==> src/privPkg.sv <==
// Privilege package holding widths, mode codes, CSR numbers, interrupt masks and cause codes
`default_nettype none

package privPkg;

  // Register width
  localparam int XLEN = 32;

  // Privilege mode codes, 2'b10 is reserved
  localparam logic [1:0] modeU = 2'b00;
  localparam logic [1:0] modeS = 2'b01;
  localparam logic [1:0] modeM = 2'b11;

  //////////////////////////////////////////////////
  // CSR numbers
  //////////////////////////////////////////////////
  localparam logic [11:0] csrSstatus = 12'h100;
  localparam logic [11:0] csrStvec   = 12'h105;
  localparam logic [11:0] csrSepc    = 12'h141;
  localparam logic [11:0] csrScause  = 12'h142;
  localparam logic [11:0] csrStval   = 12'h143;
  localparam logic [11:0] csrMstatus = 12'h300;
  localparam logic [11:0] csrMedeleg = 12'h302;
  localparam logic [11:0] csrMideleg = 12'h303;
  localparam logic [11:0] csrMie     = 12'h304;
  localparam logic [11:0] csrMtvec   = 12'h305;
  localparam logic [11:0] csrMepc    = 12'h341;
  localparam logic [11:0] csrMcause  = 12'h342;
  localparam logic [11:0] csrMtval   = 12'h343;
  localparam logic [11:0] csrMip     = 12'h344;

  // Interrupt bit positions in mip and mie
  localparam int irqSSoft  = 1;
  localparam int irqMSoft  = 3;
  localparam int irqSTimer = 5;
  localparam int irqMTimer = 7;
  localparam int irqSExt   = 9;
  localparam int irqMExt   = 11;
  localparam logic [11:0] mIntMask = 12'h888;
  localparam logic [11:0] sIntMask = 12'h222;

  //////////////////////////////////////////////////
  // Cause codes
  //////////////////////////////////////////////////
  localparam logic [XLEN-1:0] causeInstrMisaligned = 0;
  localparam logic [XLEN-1:0] causeInstrAccess     = 1;
  localparam logic [XLEN-1:0] causeIllegal         = 2;
  localparam logic [XLEN-1:0] causeBreakpoint      = 3;
  localparam logic [XLEN-1:0] causeLoadMisaligned  = 4;
  localparam logic [XLEN-1:0] causeLoadAccess      = 5;
  localparam logic [XLEN-1:0] causeStoreMisaligned = 6;
  localparam logic [XLEN-1:0] causeStoreAccess     = 7;
  // Ecall from S and M follow at 9 and 11
  localparam logic [XLEN-1:0] causeEcallU          = 8;
  localparam logic [XLEN-1:0] causeInstrPage       = 12;
  localparam logic [XLEN-1:0] causeLoadPage        = 13;
  localparam logic [XLEN-1:0] causeStorePage       = 15;
  // Interrupt flag in the top cause bit
  localparam logic [XLEN-1:0] causeIntFlag = {1'b1, {(XLEN-1){1'b0}}};

  // Fault vector layout
  localparam int faultCount           = 12;
  localparam int faultInstrMisaligned = 0;
  localparam int faultInstrAccess     = 1;
  localparam int faultIllegal         = 2;
  localparam int faultBreakpoint      = 3;
  localparam int faultLoadMisaligned  = 4;
  localparam int faultStoreMisaligned = 5;
  localparam int faultLoadAccess      = 6;
  localparam int faultStoreAccess     = 7;
  localparam int faultEcall           = 8;
  localparam int faultInstrPage       = 9;
  localparam int faultLoadPage        = 10;
  localparam int faultStorePage       = 11;

  // AXI response codes
  localparam logic [1:0] respOkay   = 2'b00;
  localparam logic [1:0] respSlvErr = 2'b10;

endpackage

`default_nettype wire
==> src/privTrapTop.sv <==
// Trap subsystem top joining trap decision, mode routing, CSR file and AXI4-Lite port
`timescale 1ns/1ps
`default_nettype none

module privTrapTop import privPkg::*; (
  input  logic                  clk,
  input  logic                  reset,
  // Retire interface
  input  logic                  retire,
  input  logic [faultCount-1:0] faults,
  input  logic                  mret,
  input  logic                  sret,
  input  logic [XLEN-1:0]       instrAddr,
  input  logic [XLEN-1:0]       dataAddr,
  input  logic [31:0]           instr,
  // Machine interrupt lines
  input  logic                  extIntM,
  input  logic                  timerIntM,
  input  logic                  softIntM,
  // Trap outputs
  output logic                  trapTaken,
  output logic                  retTaken,
  output logic [XLEN-1:0]       redirectPc,
  output logic [1:0]            mode,
  // AXI4-Lite CSR port
  input  logic [XLEN-1:0]       awaddr,
  input  logic                  awvalid,
  output logic                  awready,
  input  logic [XLEN-1:0]       wdata,
  input  logic                  wvalid,
  output logic                  wready,
  output logic [1:0]            bresp,
  output logic                  bvalid,
  input  logic                  bready,
  input  logic [XLEN-1:0]       araddr,
  input  logic                  arvalid,
  output logic                  arready,
  output logic [XLEN-1:0]       rdata,
  output logic [1:0]            rresp,
  output logic                  rvalid,
  input  logic                  rready
);

  logic            trap, mTrap, sTrap, ret;
  logic            mretGo, sretGo;
  logic [1:0]      nextMode;
  logic [XLEN-1:0] cause, tval;
  logic [XLEN-1:0] mtvec, stvec, mepc, sepc;
  logic [XLEN-1:0] medeleg, mideleg;
  logic [11:0]     mie, mip;
  logic            statusMie, statusSie, spp;
  logic [1:0]      mpp;
  logic [11:0]     csrAddr;
  logic            csrWrite, csrRead, csrValid;
  logic [XLEN-1:0] csrWdata, csrRdata;

  // Returns that actually retire without a trap
  assign mretGo    = ret && mret;
  assign sretGo    = ret && sret;
  assign trapTaken = trap;
  assign retTaken  = ret;

  trapCause u_trapCause (
    .reset, .retire, .faults, .mret, .sret, .mode, .nextMode, .mip, .mie,
    .statusMie, .statusSie, .instrAddr, .dataAddr, .instr,
    .mtvec, .stvec, .mepc, .sepc,
    .trap, .mTrap, .sTrap, .ret, .cause, .tval, .redirectPc
  );

  trapRoute u_trapRoute (
    .clk, .reset, .trap, .ret, .mret(mretGo), .cause, .medeleg, .mideleg,
    .mpp, .spp, .mode, .nextMode
  );

  privCsrFile u_privCsrFile (
    .clk, .reset, .trap, .mTrap, .sTrap, .mret(mretGo), .sret(sretGo), .mode,
    .cause, .tval, .instrAddr, .csrAddr, .csrWrite, .csrWdata, .csrRead,
    .extIntM, .timerIntM, .softIntM, .csrRdata, .csrValid,
    .mtvec, .stvec, .mepc, .sepc, .mie, .mip, .medeleg, .mideleg,
    .statusMie, .statusSie, .mpp, .spp
  );

  csrAxiLite u_csrAxiLite (
    .clk, .reset, .awaddr, .awvalid, .awready, .wdata, .wvalid, .wready,
    .bresp, .bvalid, .bready, .araddr, .arvalid, .arready,
    .rdata, .rresp, .rvalid, .rready,
    .csrRdata, .csrValid, .csrAddr, .csrWrite, .csrWdata, .csrRead
  );

endmodule

`default_nettype wire

==> src/csrAxiLite.sv <==
// AXI4-Lite slave that turns host reads and writes into single-cycle CSR strobes
`timescale 1ns/1ps
`default_nettype none

module csrAxiLite import privPkg::*; (
  input  logic            clk,
  input  logic            reset,
  input  logic [XLEN-1:0] awaddr,
  input  logic            awvalid,
  output logic            awready,
  input  logic [XLEN-1:0] wdata,
  input  logic            wvalid,
  output logic            wready,
  output logic [1:0]      bresp,
  output logic            bvalid,
  input  logic            bready,
  input  logic [XLEN-1:0] araddr,
  input  logic            arvalid,
  output logic            arready,
  output logic [XLEN-1:0] rdata,
  output logic [1:0]      rresp,
  output logic            rvalid,
  input  logic            rready,
  input  logic [XLEN-1:0] csrRdata,
  input  logic            csrValid,
  output logic [11:0]     csrAddr,
  output logic            csrWrite,
  output logic [XLEN-1:0] csrWdata,
  output logic            csrRead
);

  logic wrAccept;
  logic rdAccept;

  //////////////////////////////////////////////////
  // Acceptance
  //////////////////////////////////////////////////
  // Address and data together, only with no response pending
  assign wrAccept = awvalid && wvalid && !bvalid;
  // Single CSR port, a write in the same cycle goes first
  assign rdAccept = arvalid && !rvalid && !wrAccept;
  assign awready  = wrAccept;
  assign wready   = wrAccept;
  assign arready  = rdAccept;

  // CSR number sits in address bits 13 to 2
  assign csrAddr  = wrAccept ? awaddr[13:2] : araddr[13:2];
  assign csrWrite = wrAccept;
  assign csrWdata = wdata;
  assign csrRead  = rdAccept;

  // Response valid flags
  always_ff @(posedge clk) begin
    if (reset) begin
      bvalid <= 1'b0;
      rvalid <= 1'b0;
    end else begin
      if (wrAccept)    bvalid <= 1'b1;
      else if (bready) bvalid <= 1'b0;
      if (rdAccept)    rvalid <= 1'b1;
      else if (rready) rvalid <= 1'b0;
    end
  end

  // Response payload, held until the next accept
  always_ff @(posedge clk) begin
    if (wrAccept) bresp <= csrValid ? respOkay : respSlvErr;
    if (rdAccept) begin
      rdata <= csrRdata;
      rresp <= csrValid ? respOkay : respSlvErr;
    end
  end

  // Responses stay up, with stable data, until taken
  bHold: assert property (@(posedge clk) disable iff (reset) bvalid && !bready |=> bvalid)
    else $error("bvalid dropped before bready");
  rHold: assert property (@(posedge clk) disable iff (reset)
    rvalid && !rready |=> rvalid && $stable(rdata))
    else $error("read response changed before rready");

endmodule

`default_nettype wire

==> src/privCsrFile.sv <==
// Trap CSR registers with trap and return updates and bus access by CSR number
`timescale 1ns/1ps
`default_nettype none

module privCsrFile import privPkg::*; (
  input  logic            clk,
  input  logic            reset,
  input  logic            trap,
  input  logic            mTrap,
  input  logic            sTrap,
  input  logic            mret,
  input  logic            sret,
  input  logic [1:0]      mode,
  input  logic [XLEN-1:0] cause,
  input  logic [XLEN-1:0] tval,
  input  logic [XLEN-1:0] instrAddr,
  input  logic [11:0]     csrAddr,
  input  logic            csrWrite,
  input  logic [XLEN-1:0] csrWdata,
  input  logic            csrRead,
  input  logic            extIntM,
  input  logic            timerIntM,
  input  logic            softIntM,
  output logic [XLEN-1:0] csrRdata,
  output logic            csrValid,
  output logic [XLEN-1:0] mtvec,
  output logic [XLEN-1:0] stvec,
  output logic [XLEN-1:0] mepc,
  output logic [XLEN-1:0] sepc,
  output logic [11:0]     mie,
  output logic [11:0]     mip,
  output logic [XLEN-1:0] medeleg,
  output logic [XLEN-1:0] mideleg,
  output logic            statusMie,
  output logic            statusSie,
  output logic [1:0]      mpp,
  output logic            spp
);

  logic            statusMpie;
  logic            statusSpie;
  logic [11:0]     sip;
  logic [XLEN-1:0] mcause;
  logic [XLEN-1:0] scause;
  logic [XLEN-1:0] mtval;
  logic [XLEN-1:0] stval;
  logic [XLEN-1:0] mstatusVal;
  logic [XLEN-1:0] sstatusVal;
  logic [XLEN-1:0] readVal;

  // M bits come straight from the interrupt lines, S bits from software
  assign mip = {extIntM, 3'b000, timerIntM, 3'b000, softIntM, 3'b000} | sip;

  // Status images, sstatus only shows the S fields
  assign mstatusVal = {{(XLEN-13){1'b0}}, mpp, 2'b00, spp, statusMpie, 1'b0,
                       statusSpie, 1'b0, statusMie, 1'b0, statusSie, 1'b0};
  assign sstatusVal = {{(XLEN-9){1'b0}}, spp, 2'b00, statusSpie, 3'b000, statusSie, 1'b0};

  //////////////////////////////////////////////////
  // Control state
  //////////////////////////////////////////////////
  // Trap and return updates come last so they win over a bus write
  always_ff @(posedge clk) begin
    if (reset) begin
      statusMie  <= 1'b0;
      statusSie  <= 1'b0;
      statusMpie <= 1'b0;
      statusSpie <= 1'b0;
      mpp        <= modeU;
      spp        <= 1'b0;
      medeleg    <= '0;
      mideleg    <= '0;
      mie        <= '0;
      sip        <= '0;
      mcause     <= '0;
      scause     <= '0;
    end else begin
      if (csrWrite) begin
        case (csrAddr)
          csrMstatus: begin
            statusSie  <= csrWdata[1];
            statusMie  <= csrWdata[3];
            statusSpie <= csrWdata[5];
            statusMpie <= csrWdata[7];
            spp        <= csrWdata[8];
            // Reserved MPP value is ignored
            if (csrWdata[12:11] != 2'b10) mpp <= csrWdata[12:11];
          end
          csrSstatus: begin
            statusSie  <= csrWdata[1];
            statusSpie <= csrWdata[5];
            spp        <= csrWdata[8];
          end
          csrMedeleg: medeleg <= csrWdata;
          // Only supervisor interrupts can be delegated
          csrMideleg: mideleg <= csrWdata & XLEN'(sIntMask);
          csrMie:     mie     <= csrWdata[11:0] & (mIntMask | sIntMask);
          csrMip:     sip     <= csrWdata[11:0] & sIntMask;
          csrMcause:  mcause  <= csrWdata;
          csrScause:  scause  <= csrWdata;
          default: ;
        endcase
      end
      if (trap) begin
        if (mTrap) begin
          mcause     <= cause;
          statusMpie <= statusMie;
          statusMie  <= 1'b0;
          mpp        <= mode;
        end
        if (sTrap) begin
          scause     <= cause;
          statusSpie <= statusSie;
          statusSie  <= 1'b0;
          spp        <= mode[0];
        end
      end else if (mret) begin
        statusMie  <= statusMpie;
        statusMpie <= 1'b1;
        mpp        <= modeU;
      end else if (sret) begin
        statusSie  <= statusSpie;
        statusSpie <= 1'b1;
        spp        <= 1'b0;
      end
    end
  end

  // Payload registers
  always_ff @(posedge clk) begin
    if (csrWrite) begin
      case (csrAddr)
        // Direct mode only, word aligned
        csrMtvec: mtvec <= {csrWdata[XLEN-1:2], 2'b00};
        csrStvec: stvec <= {csrWdata[XLEN-1:2], 2'b00};
        csrMepc:  mepc  <= {csrWdata[XLEN-1:2], 2'b00};
        csrSepc:  sepc  <= {csrWdata[XLEN-1:2], 2'b00};
        csrMtval: mtval <= csrWdata;
        csrStval: stval <= csrWdata;
        default: ;
      endcase
    end
    if (mTrap) begin
      mepc  <= instrAddr;
      mtval <= tval;
    end
    if (sTrap) begin
      sepc  <= instrAddr;
      stval <= tval;
    end
  end

  //////////////////////////////////////////////////
  // Read mux
  //////////////////////////////////////////////////
  always_comb begin
    readVal  = '0;
    csrValid = 1'b1;
    case (csrAddr)
      csrMstatus: readVal = mstatusVal;
      csrSstatus: readVal = sstatusVal;
      csrMedeleg: readVal = medeleg;
      csrMideleg: readVal = mideleg;
      csrMie:     readVal = XLEN'(mie);
      csrMip:     readVal = XLEN'(mip);
      csrMtvec:   readVal = mtvec;
      csrStvec:   readVal = stvec;
      csrMepc:    readVal = mepc;
      csrSepc:    readVal = sepc;
      csrMcause:  readVal = mcause;
      csrScause:  readVal = scause;
      csrMtval:   readVal = mtval;
      csrStval:   readVal = stval;
      default:    csrValid = 1'b0;
    endcase
  end

  // Data only on a read strobe
  assign csrRdata = csrRead ? readVal : '0;

endmodule

`default_nettype wire

==> src/trapRoute.sv <==
// Privilege mode register and the delegation choice of the mode a trap enters
`timescale 1ns/1ps
`default_nettype none

module trapRoute import privPkg::*; (
  input  logic            clk,
  input  logic            reset,
  input  logic            trap,
  input  logic            ret,
  input  logic            mret,
  input  logic [XLEN-1:0] cause,
  input  logic [XLEN-1:0] medeleg,
  input  logic [XLEN-1:0] mideleg,
  input  logic [1:0]      mpp,
  input  logic            spp,
  output logic [1:0]      mode,
  output logic [1:0]      nextMode
);

  logic [XLEN-1:0] delegReg;
  logic            delegated;

  // Interrupts look in mideleg, exceptions in medeleg
  assign delegReg  = cause[XLEN-1] ? mideleg : medeleg;
  // Traps taken in M never drop to S
  assign delegated = (mode != modeM) && delegReg[cause[4:0]];
  assign nextMode  = delegated ? modeS : modeM;

  //////////////////////////////////////////////////
  // Current privilege mode
  //////////////////////////////////////////////////
  always_ff @(posedge clk) begin
    if (reset) begin
      mode <= modeM;
    end else if (trap) begin
      mode <= nextMode;
    end else if (ret) begin
      // sret gives S or U from the single SPP bit
      mode <= mret ? mpp : {1'b0, spp};
    end
  end

  // MPP is WARL in the CSR file so the reserved code never reaches mode
  modeLegal: assert property (@(posedge clk) disable iff (reset) mode != 2'b10)
    else $error("reserved privilege mode");

endmodule

`default_nettype wire

==> src/trapCause.sv <==
// Trap decision picking the highest priority interrupt or exception, its tval and the redirect PC
`timescale 1ns/1ps
`default_nettype none

module trapCause import privPkg::*; (
  input  logic                  reset,
  input  logic                  retire,
  input  logic [faultCount-1:0] faults,
  input  logic                  mret,
  input  logic                  sret,
  input  logic [1:0]            mode,
  input  logic [1:0]            nextMode,
  input  logic [11:0]           mip,
  input  logic [11:0]           mie,
  input  logic                  statusMie,
  input  logic                  statusSie,
  input  logic [XLEN-1:0]       instrAddr,
  input  logic [XLEN-1:0]       dataAddr,
  input  logic [31:0]           instr,
  input  logic [XLEN-1:0]       mtvec,
  input  logic [XLEN-1:0]       stvec,
  input  logic [XLEN-1:0]       mepc,
  input  logic [XLEN-1:0]       sepc,
  output logic                  trap,
  output logic                  mTrap,
  output logic                  sTrap,
  output logic                  ret,
  output logic [XLEN-1:0]       cause,
  output logic [XLEN-1:0]       tval,
  output logic [XLEN-1:0]       redirectPc
);

  logic        mIntGlobalEn;
  logic        sIntGlobalEn;
  logic [11:0] globalMask;
  logic [11:0] pendingInts;
  logic        interrupt;

  //////////////////////////////////////////////////
  // Interrupt masking
  //////////////////////////////////////////////////
  // M interrupts always taken below M, S interrupts always taken in U
  assign mIntGlobalEn = (mode != modeM) || statusMie;
  assign sIntGlobalEn = (mode == modeU) || statusSie;
  assign globalMask   = ({12{mIntGlobalEn}} & mIntMask) | ({12{sIntGlobalEn}} & sIntMask);
  // Sampled only on a retiring instruction
  assign pendingInts  = {12{retire}} & mip & mie & globalMask;
  assign interrupt    = |pendingInts;

  // Trap and return strobes
  assign trap  = (retire && (|faults)) || interrupt;
  assign mTrap = trap && (nextMode == modeM);
  assign sTrap = trap && (nextMode == modeS);
  // A faulting return does not return
  assign ret   = retire && !trap && (mret || sret);

  //////////////////////////////////////////////////
  // Cause priority
  //////////////////////////////////////////////////
  always_comb begin
    // Interrupts first, machine before supervisor
    if      (pendingInts[irqMExt])              cause = causeIntFlag | XLEN'(irqMExt);
    else if (pendingInts[irqMSoft])             cause = causeIntFlag | XLEN'(irqMSoft);
    else if (pendingInts[irqMTimer])            cause = causeIntFlag | XLEN'(irqMTimer);
    else if (pendingInts[irqSExt])              cause = causeIntFlag | XLEN'(irqSExt);
    else if (pendingInts[irqSSoft])             cause = causeIntFlag | XLEN'(irqSSoft);
    else if (pendingInts[irqSTimer])            cause = causeIntFlag | XLEN'(irqSTimer);
    // Fetch side faults
    else if (faults[faultInstrPage])            cause = causeInstrPage;
    else if (faults[faultInstrAccess])          cause = causeInstrAccess;
    else if (faults[faultInstrMisaligned])      cause = causeInstrMisaligned;
    else if (faults[faultIllegal])              cause = causeIllegal;
    else if (faults[faultBreakpoint])           cause = causeBreakpoint;
    // Ecall code offset by the current mode
    else if (faults[faultEcall])                cause = causeEcallU + XLEN'(mode);
    // Data side faults
    else if (faults[faultLoadMisaligned])       cause = causeLoadMisaligned;
    else if (faults[faultStoreMisaligned])      cause = causeStoreMisaligned;
    else if (faults[faultLoadPage])             cause = causeLoadPage;
    else if (faults[faultStorePage])            cause = causeStorePage;
    else if (faults[faultLoadAccess])           cause = causeLoadAccess;
    else if (faults[faultStoreAccess])          cause = causeStoreAccess;
    else                                        cause = '0;
  end

  // Faulting address or instruction of the chosen cause
  // Interrupt causes carry the top bit and fall to zero
  always_comb begin
    case (cause)
      causeInstrMisaligned:                     tval = instrAddr;
      causeLoadMisaligned, causeStoreMisaligned: tval = dataAddr;
      causeIllegal:                             tval = XLEN'(instr);
      default:                                  tval = '0;
    endcase
  end

  // Return targets first, then the vector of the target mode
  always_comb begin
    if      (ret && mret)                       redirectPc = mepc;
    else if (ret && sret)                       redirectPc = sepc;
    else if (nextMode == modeS)                 redirectPc = stvec;
    else                                        redirectPc = mtvec;
  end

  // Routing must send every trap to exactly one of M or S
  always_comb begin
    if (!reset) begin
      assert (!trap || (mTrap ^ sTrap))
        else $error("trap not routed to exactly one mode");
    end
  end

endmodule

`default_nettype wire

==> config.mk <==
export PLATFORM = sky130hd
export DESIGN_NAME = privTrapTop
export DESIGN_NICKNAME = d
export VERILOG_FILES = /design/src/privPkg.sv /design/src/privTrapTop.sv /design/src/csrAxiLite.sv /design/src/privCsrFile.sv /design/src/trapRoute.sv /design/src/trapCause.sv
export SDC_FILE = /design/constraint.sdc
export NUM_CORES = 1
export LEC_CHECK = 0
export ABC_AREA = 1
export BUFFER_PORTS_ARGS = -buffer_cell sky130_fd_sc_hd__buf_4
export CORE_MARGIN = 2
export CORE_UTILIZATION = 47
export CTS_CLUSTER_DIAMETER = 30
export DETAILED_ROUTE_END_ITERATION = 8
export PLACE_DENSITY = 0.72
export SLEW_MARGIN = 20
export SYNTH_ARGS = -nofsm -noshare
export SYNTH_HDL_FRONTEND = slang
export SYNTH_SLANG_ARGS = --single-unit
==> constraint.sdc <==
create_clock -name clk -period 4.9 [get_ports clk]
set_input_delay 0.98 -clock clk [delete_from_list [all_inputs] [get_ports clk]]
set_output_delay 0.98 -clock clk [all_outputs]
set_load 0.01 [all_outputs]
==> metrics.yaml, run 1 <==
run_status:
  status: "finished, final reports clean"
power_and_ir_drop:
  seqPwrFrac_pct: 36.7
  p_comb_share_pct: 9.1
  power_mw: 8.84
  ir_worst_vdd_uv: 237
  cellLeakagePower_nw: 9.71
  p_sw_mw: 2.19
  switching_share_pct: 24.8
  clockPowerShare_pct: 54.2
  powerDensity_nw_per_um2: 398
  p_int_mw: 6.65
logic_synthesis:
  synth_area_leaders: "edfxtp_1, nand2_1, dfxtp_1"
  synth_edf_count: 222
  yosysTopAreaCellShare_pct: 38.8
  netlist_area_sq_um: 17200
  syn-instance-count: 2123
  yosysSeqAreaShare_pct: 52.6
  synth_ff_type: "edfxtp_1"
  syn_area_per_cell_sq_um: 8.10
  yosysTopAreaCell: "edfxtp_1"
  yosys_warnings: 0
  ys_ff_latch: 341
  synthArstFlopShare_pct: 0
  synth.distinct_cells: 41
setup_path:
  worstPathCellList: "buf_4, nor2_1, nand2_1, nand2_1, nand2_1, nand2_1, nand2_1, nand2_1, nand2_1, nand2_1, nand2_1, nand2_1, nand2_1, nand2_1, nand2_1, nor2_4, nand2_4, buf_4, nand2_1, nand3_1, nand2_1, nand2_1, buf_4"
  cp.buffers_inverters: 3
  reg2reg_depth: 19
  worstSetupPathType: "input pin to output pin"
  startpoint_type: "input pin"
  endpoint_kind: "output pin"
  rrSetupSlack_ns: 0.94
  worstPathMaxFanout: 19
  worstSetupStartpoint: "faults[11]"
  critPathMostFrequentCell: "nand2_1"
  cp_slowest_stage_delay_ns: 0.25
  crit_path_top_delay_cell: "buf_4"
  r2r-start: "u_trapRoute.mode[0]"
  worstReg2RegEnd: "u_privCsrFile.mtval[1]"
  cp.required_ns: 3.92
  critical-path-top-delay-family: "simple AND/OR/NAND/NOR gates"
  crit_arrival_ns: 3.60
timing:
  fin_crit_sh_pct: 93.5
  tns_ns: 0
  period_needed_ns: 4.58
  rsz0062_at_grt: "false"
  report.final.slew_viol_count: 0
  hold_viol: 0
  maxSlewHeadroom_pct: 31.7
  finClkSkew_ns: 0.0260
  max_freq_mhz: 218
  worstMarginPinSlew_ns: 1.02
  setup-violations-final: 0
global_routing:
  grt_use_total_pct: 32.0
  overflow: 0
  grt_first_pass_wirelength_um: 92500
  first_global_vias: 16100
  antenna_found_initial: 3
  grt_max_degree: 58
finish:
  area_growth_pct: 29.0
  nets: 2607
  drive_above_1_share_pct: 19.1
cts:
  cts_hold_buf: 0
  htree_levels: 3
  cts_buffer_depth: 3
  clock-sinks: 341
  cts_tree: "done"
  cts.clk_slew.worst_paths_ns: 0.04
  clock_latency_ns: 0.58
  numCtsBuffers: 69
  cts_root_buf: "clkbuf_16"
  cts_resized: 0
  post_cts.repair.setup_buffers: 0
route:
  vias: 16800
  drt_iter0_drc: 1720
  first_pass_iters: 7
  ant_nets: 0
  drc: 0
  wirelength_um: 62000
  viasPerCell: 5.77
  wl_per_cell_um: 21.2
worst_hold_path:
  min_from: "u_privCsrFile.medeleg[29]"
  hold_end: "u_privCsrFile.medeleg[29]"
  hold_class: "flop to flop"
  min_path_cells: 2
floorplan:
  start_util_pct: 47.3
  io_pins: 294
  num_rows: 70
  die_area_sq_um: 38100
  die_width_um: 195
  dieHeight_um: 195
  core_sq_um: 36300
run:
  cap_violations: 0
place:
  place.detailed.hpwl_um: 40300
  gp_congestion: 0.988
  port_buffers: 251
==> synthesized netlist by cell type, types with 11 or more instances <==
master and number:
nand2_1 667, inv_1 239, edfxtp_1 222, nor2_1 168, o21ai_0 157, dfxtp_1 119
nand3_1 96, a21oi_1 84, clkbuf_1 76, o2111ai_1 42, o211ai_1 37, a211oi_1 32
buf_2 28, o21ai_1 23, a22o_1 19, o22ai_1 17, a221oi_1 14, buf_4 13
nand4_1 11
==> flip-flops by register name (all words and copies together), names as in the netlist, 6 cells and up <==
name,cells
u_privCsrFile.mtval,32
u_privCsrFile.mie,6
u_privCsrFile.mtvec,30
u_csrAxiLite.rdata,32
u_privCsrFile.mepc,32
u_privCsrFile.sepc,32
u_privCsrFile.stval,32
u_privCsrFile.stvec,30
u_privCsrFile.mcause,32
u_privCsrFile.scause,32
u_privCsrFile.medeleg,32
==> layout by cell type, fill, tap and decap left out, types with 3 or more instances in the layout <==
cell	n
o21ai_0	155
dfxtp_1	119
clkinv_2	5
nor2_4	5
bufinv_16	6
clkinv_4	4
clkbuf_16	71
buf_12	7
clkbuf_1	10
diode_2	3
o211ai_1	37
mux2i_1	10
a22o_1	19
nand3_1	95
nor3_1	4
clkinv_1	6
o21ai_1	23
inv_2	7
a21oi_1	84
clkbuf_8	10
nor2_2	8
a211oi_1	32
nor2_1	162
buf_4	309
a221oi_1	14
nand4_1	11
edfxtp_1	222
clkinvlp_4	8
nand2_1	666
nand2_2	3
inv_1	238
o2111ai_1	42
inv_16	4
nand3_2	4
inv_6	4
o22ai_1	17
nand2_4	3
==> kinds of logic (layout without fill, tap and decap cells) <==
group / after synthesis / count (layout) / share of synthesized area, %
simple gates: 969 / 969 / 22.6
compound gates: 434 / 434 / 15.5
buf+inv: 368 / 691 / 8.61
flops: 341 / 341 / 52.6
mux: 10 / 10 / 0.582
other cells: 1 / 5 / 0.0218
==> power groups by stage <==
stage / clock [mW] / sequential [mW] / combinational, mW
3_3_place_gp: 0 / 3.29 / 0.775
4_1_cts: 4.81 / 3.24 / 0.795
2_1_floorplan: 0 / 3.29 / 0.373
3_5_place_dp: 0 / 3.29 / 0.788
5_1_grt: 4.95 / 3.24 / 0.864
6_report: 4.79 / 3.24 / 0.805
==> area by class of cell <==
| type | count | area (sq um) |
|---|---|---|
| diodes | 3 | 7.51 |
| flip-flops and latches | 341 | 9050 |
| multi-input cells | 1415 | 6750 |
| fillers | 3057 | 14200 |
| well taps | 468 | 586 |
| repair buffers | 316 | 2460 |
| clock buffers | 91 | 1950 |
| clock inverters | 37 | 453 |
| inverters | 247 | 927 |
==> through the flow <==
| step | std cells | util (%) | area, sq um | hold WS [ns] | setup WS, ns |
|---|---|---|---|---|---|
| detailed placement | 2787 | 54.4 | 19800 | 0.451 | 0.422 |
| global placement | 2787 | 54.4 | 19800 | 0.447 | 0.434 |
| CTS | 2915 | 61.0 | 22200 | 0.461 | 0.362 |
| floorplan | 2124 | - | 17200 | 0.434 | 0.0835 |
| finish | 2918 | 61.0 | 22200 | 0.458 | 0.319 |
| global route | 2917 | 61.0 | 22200 | 0.483 | 0.119 |
==> layer usage <==
metal  wire length [um]  GRT usage (%)  vias up
met1              23100           39.2     7849
li1                   -              -     7672
met2              29500           53.5     1100
met5                 48              0        -
met3               6300           5.54      219
met4               3020           18.2        4
==> worst min-delay path: cells and delay by family (launching register included) <==
kind | cells | cell delay [ns]
AOI/OAI and AO/OA | 1 | 0.06
buffers and inverters | 1 | 0.06
DFF | 1 | 0.29
==> worst max-delay path by stage <==
stage | to | depth (start not counted) | slack (ns)
detailed placement | redirectPc[11] | 23 | 0.42
CTS | redirectPc[30] | 11 | 0.36
floorplan | u_privCsrFile.mepc[0] | 10 | 0.08
global route | redirectPc[5] | 23 | 0.12
finish | redirectPc[6] | 23 | 0.32
global placement | redirectPc[30] | 13 | 0.43
(Power assumes the default switching activity.)
==> inputs of run 2 (changes only) <==
CORE_UTILIZATION = 51   (was 47)
PLACE_DENSITY = 0.77   (was 0.72)
==> run 2 against run 1 <==
Power is 0.74% higher. First-iteration DRC count is 18% higher. Sequential power hardly changed. Fmax down 2.3%. Routed wire length up 2.9%.
==> metrics.yaml, run 2 (synthesis results as in run 1) <==
run_status:
  status: "finished, final reports clean"
setup_path:
  worstSetupPathType: "input pin to output pin"
  startpoint_type: "input pin"
  endpoint_kind: "output pin"
  crit_arrival_ns: 3.71  # +0.11 ns
  worstPathMaxFanout: 10  # -9
  cp.required_ns: 3.92  # about the same
route:
  first_pass_iters: 7  # unchanged
  vias: 17200  # +1.9%
  drc: 0  # unchanged
  drt_iter0_drc: 2021  # +18%
  wirelength_um: 63800  # +2.9%
  wl_per_cell_um: 22.0  # +3.7%
  ant_nets: 0  # unchanged
  viasPerCell: 5.93  # +2.7%
cts:
  cts_resized: 0  # unchanged
  cts_buffer_depth: 3  # unchanged
  cts_hold_buf: 0  # unchanged
  clock-sinks: 341  # unchanged
  htree_levels: 3  # unchanged
  cts_tree: "done"
  clock_latency_ns: 0.56  # -0.02 ns
  post_cts.repair.setup_buffers: 0  # unchanged
  cts.clk_slew.worst_paths_ns: 0.05  # about the same
  numCtsBuffers: 69  # unchanged
  cts_root_buf: "clkbuf_16"
global_routing:
  grt_use_total_pct: 35.4  # +3.4 points
  grt_max_degree: 51  # -12%
  grt_first_pass_wirelength_um: 95200  # +3.0%
  antenna_found_initial: 1  # -2
  first_global_vias: 17200  # +6.9%
  overflow: 0  # unchanged
finish:
  drive_above_1_share_pct: 19.2  # +0.11 points
  num_antenna_cells: 0  # -3
  final_cell_mix: "nand2_1, buf_4, inv_1, edfxtp_1, nor2_1"
  design_area_sq_um: 22200  # +0.15%
  nets: 2609  # +0.077%
  area_growth_pct: 29.2
  final_common_cell: "nand2_1"
floorplan:
  num_rows: 67  # -4.3%
  die_width_um: 188  # -3.9%
  start_util_pct: 51.5  # +4.2 points
  die_area_sq_um: 35200  # -7.7%
  io_pins: 294  # unchanged
  core_sq_um: 33400  # -8.2%
  dieHeight_um: 188  # -3.9%
power_and_ir_drop:
  cellLeakagePower_nw: 9.74  # +0.34%
  powerDensity_nw_per_um2: 401  # +0.59%
  power_mw: 8.90  # +0.74%
  ir_worst_vdd_uv: 251  # +5.8%
timing:
  setup-violations-final: 0  # unchanged
  report.final.slew_viol_count: 0  # unchanged
  maxSlewHeadroom_pct: 32.2  # +0.56 points
  finClkSkew_ns: 0.0247  # -0.00128 ns
  period_needed_ns: 4.69  # +0.109 ns
  tns_ns: 0  # unchanged
  rsz0062_at_grt: "false"
  fin_crit_sh_pct: 95.7  # +2.2 points
  max_freq_mhz: 213  # -2.3%
  worstMarginPinSlew_ns: 1.01  # -0.0108 ns
  hold_viol: 0  # unchanged
place:
  dpl_cell_area_sq_um: 19800  # about the same
  gp_congestion: 0.968  # -2.0%
  port_buffers: 251  # unchanged
  place.detailed.hpwl_um: 40600  # +0.87%
run:
  cap_violations: 0  # unchanged
worst_hold_path:
  hold_class: "flop to flop"
## run 2: changes by cell type in the layout (fill, tap and decap cells not counted), sizes merged
cell    change
buf         +2
clkinv      +4
bufinv      +3
diode       -3
clkbuf      -7
## run 2: power breakdown
group | total (mW) | switching (mW) | internal [mW]
Combinational | 0.825 | 0.535 | 0.291
Sequential | 3.24 | 0.0436 | 3.20
Clock | 4.84 | 1.58 | 3.25
## run 2: area by class of cell
cell class / count / area (sq um)
clock buffers: 84 / 1900
fillers: 2664 / 11100
clock inverters: 44 / 522
multi-input cells: 1415 / 6760
well taps: 448 / 561
inverters: 247 / 927
repair buffers: 318 / 2500
flip-flops and latches: 341 / 9050
## run 2: stage by stage
stage | worst slack, ns | cells | util (%) | hold slack (ns)
after floorplan | 0.0835 | 2124 | - | 0.434
after global placement | 0.253 | 2769 | 59.3 | 0.446
after detailed placement | 0.238 | 2769 | 59.3 | 0.455
after CTS | 0.179 | 2897 | 66.6 | 0.464
after global routing | 0.0183 | 2897 | 66.6 | 0.487
final | 0.210 | 2897 | 66.6 | 0.467
## run 2: final timing paths
check | start | end | slack (ns) | cells past startpoint
max | retire | redirectPc[30] | 0.21 | 17
min | u_privCsrFile.medeleg[22] | u_privCsrFile.medeleg[22] | 0.47 | 2
max reg2reg | u_trapRoute.mode[0] | u_privCsrFile.stval[28] | 1.07 | 19
min reg2reg | u_privCsrFile.medeleg[22] | u_privCsrFile.medeleg[22] | 0.47 | 2
## run 2: critical path: stages
cell,delay (ns)
buf_4,0.13
inv_2,0.14
nor2_1,0.07
nand2_1,0.12
nand3_2,0.11
nor2_2,0.32
buf_4,0.24
nand3_1,0.08
nand2_1,0.08
nand2_1,0.04
nand3_1,0.08
nand3_2,0.33
nand2_8,0.29
buf_4,0.22
nand2_1,0.07
a31oi_1,0.22
buf_4,0.18
## run 2: routing by layer
metal	vias to the layer above	part of all wire (%)	GRT usage, %
met5	-	0.020	0
li1	7684	-	-
met2	1272	46	57.7
met4	2	5.9	21.9
met1	7911	36	42.9
met3	303	12	7.80
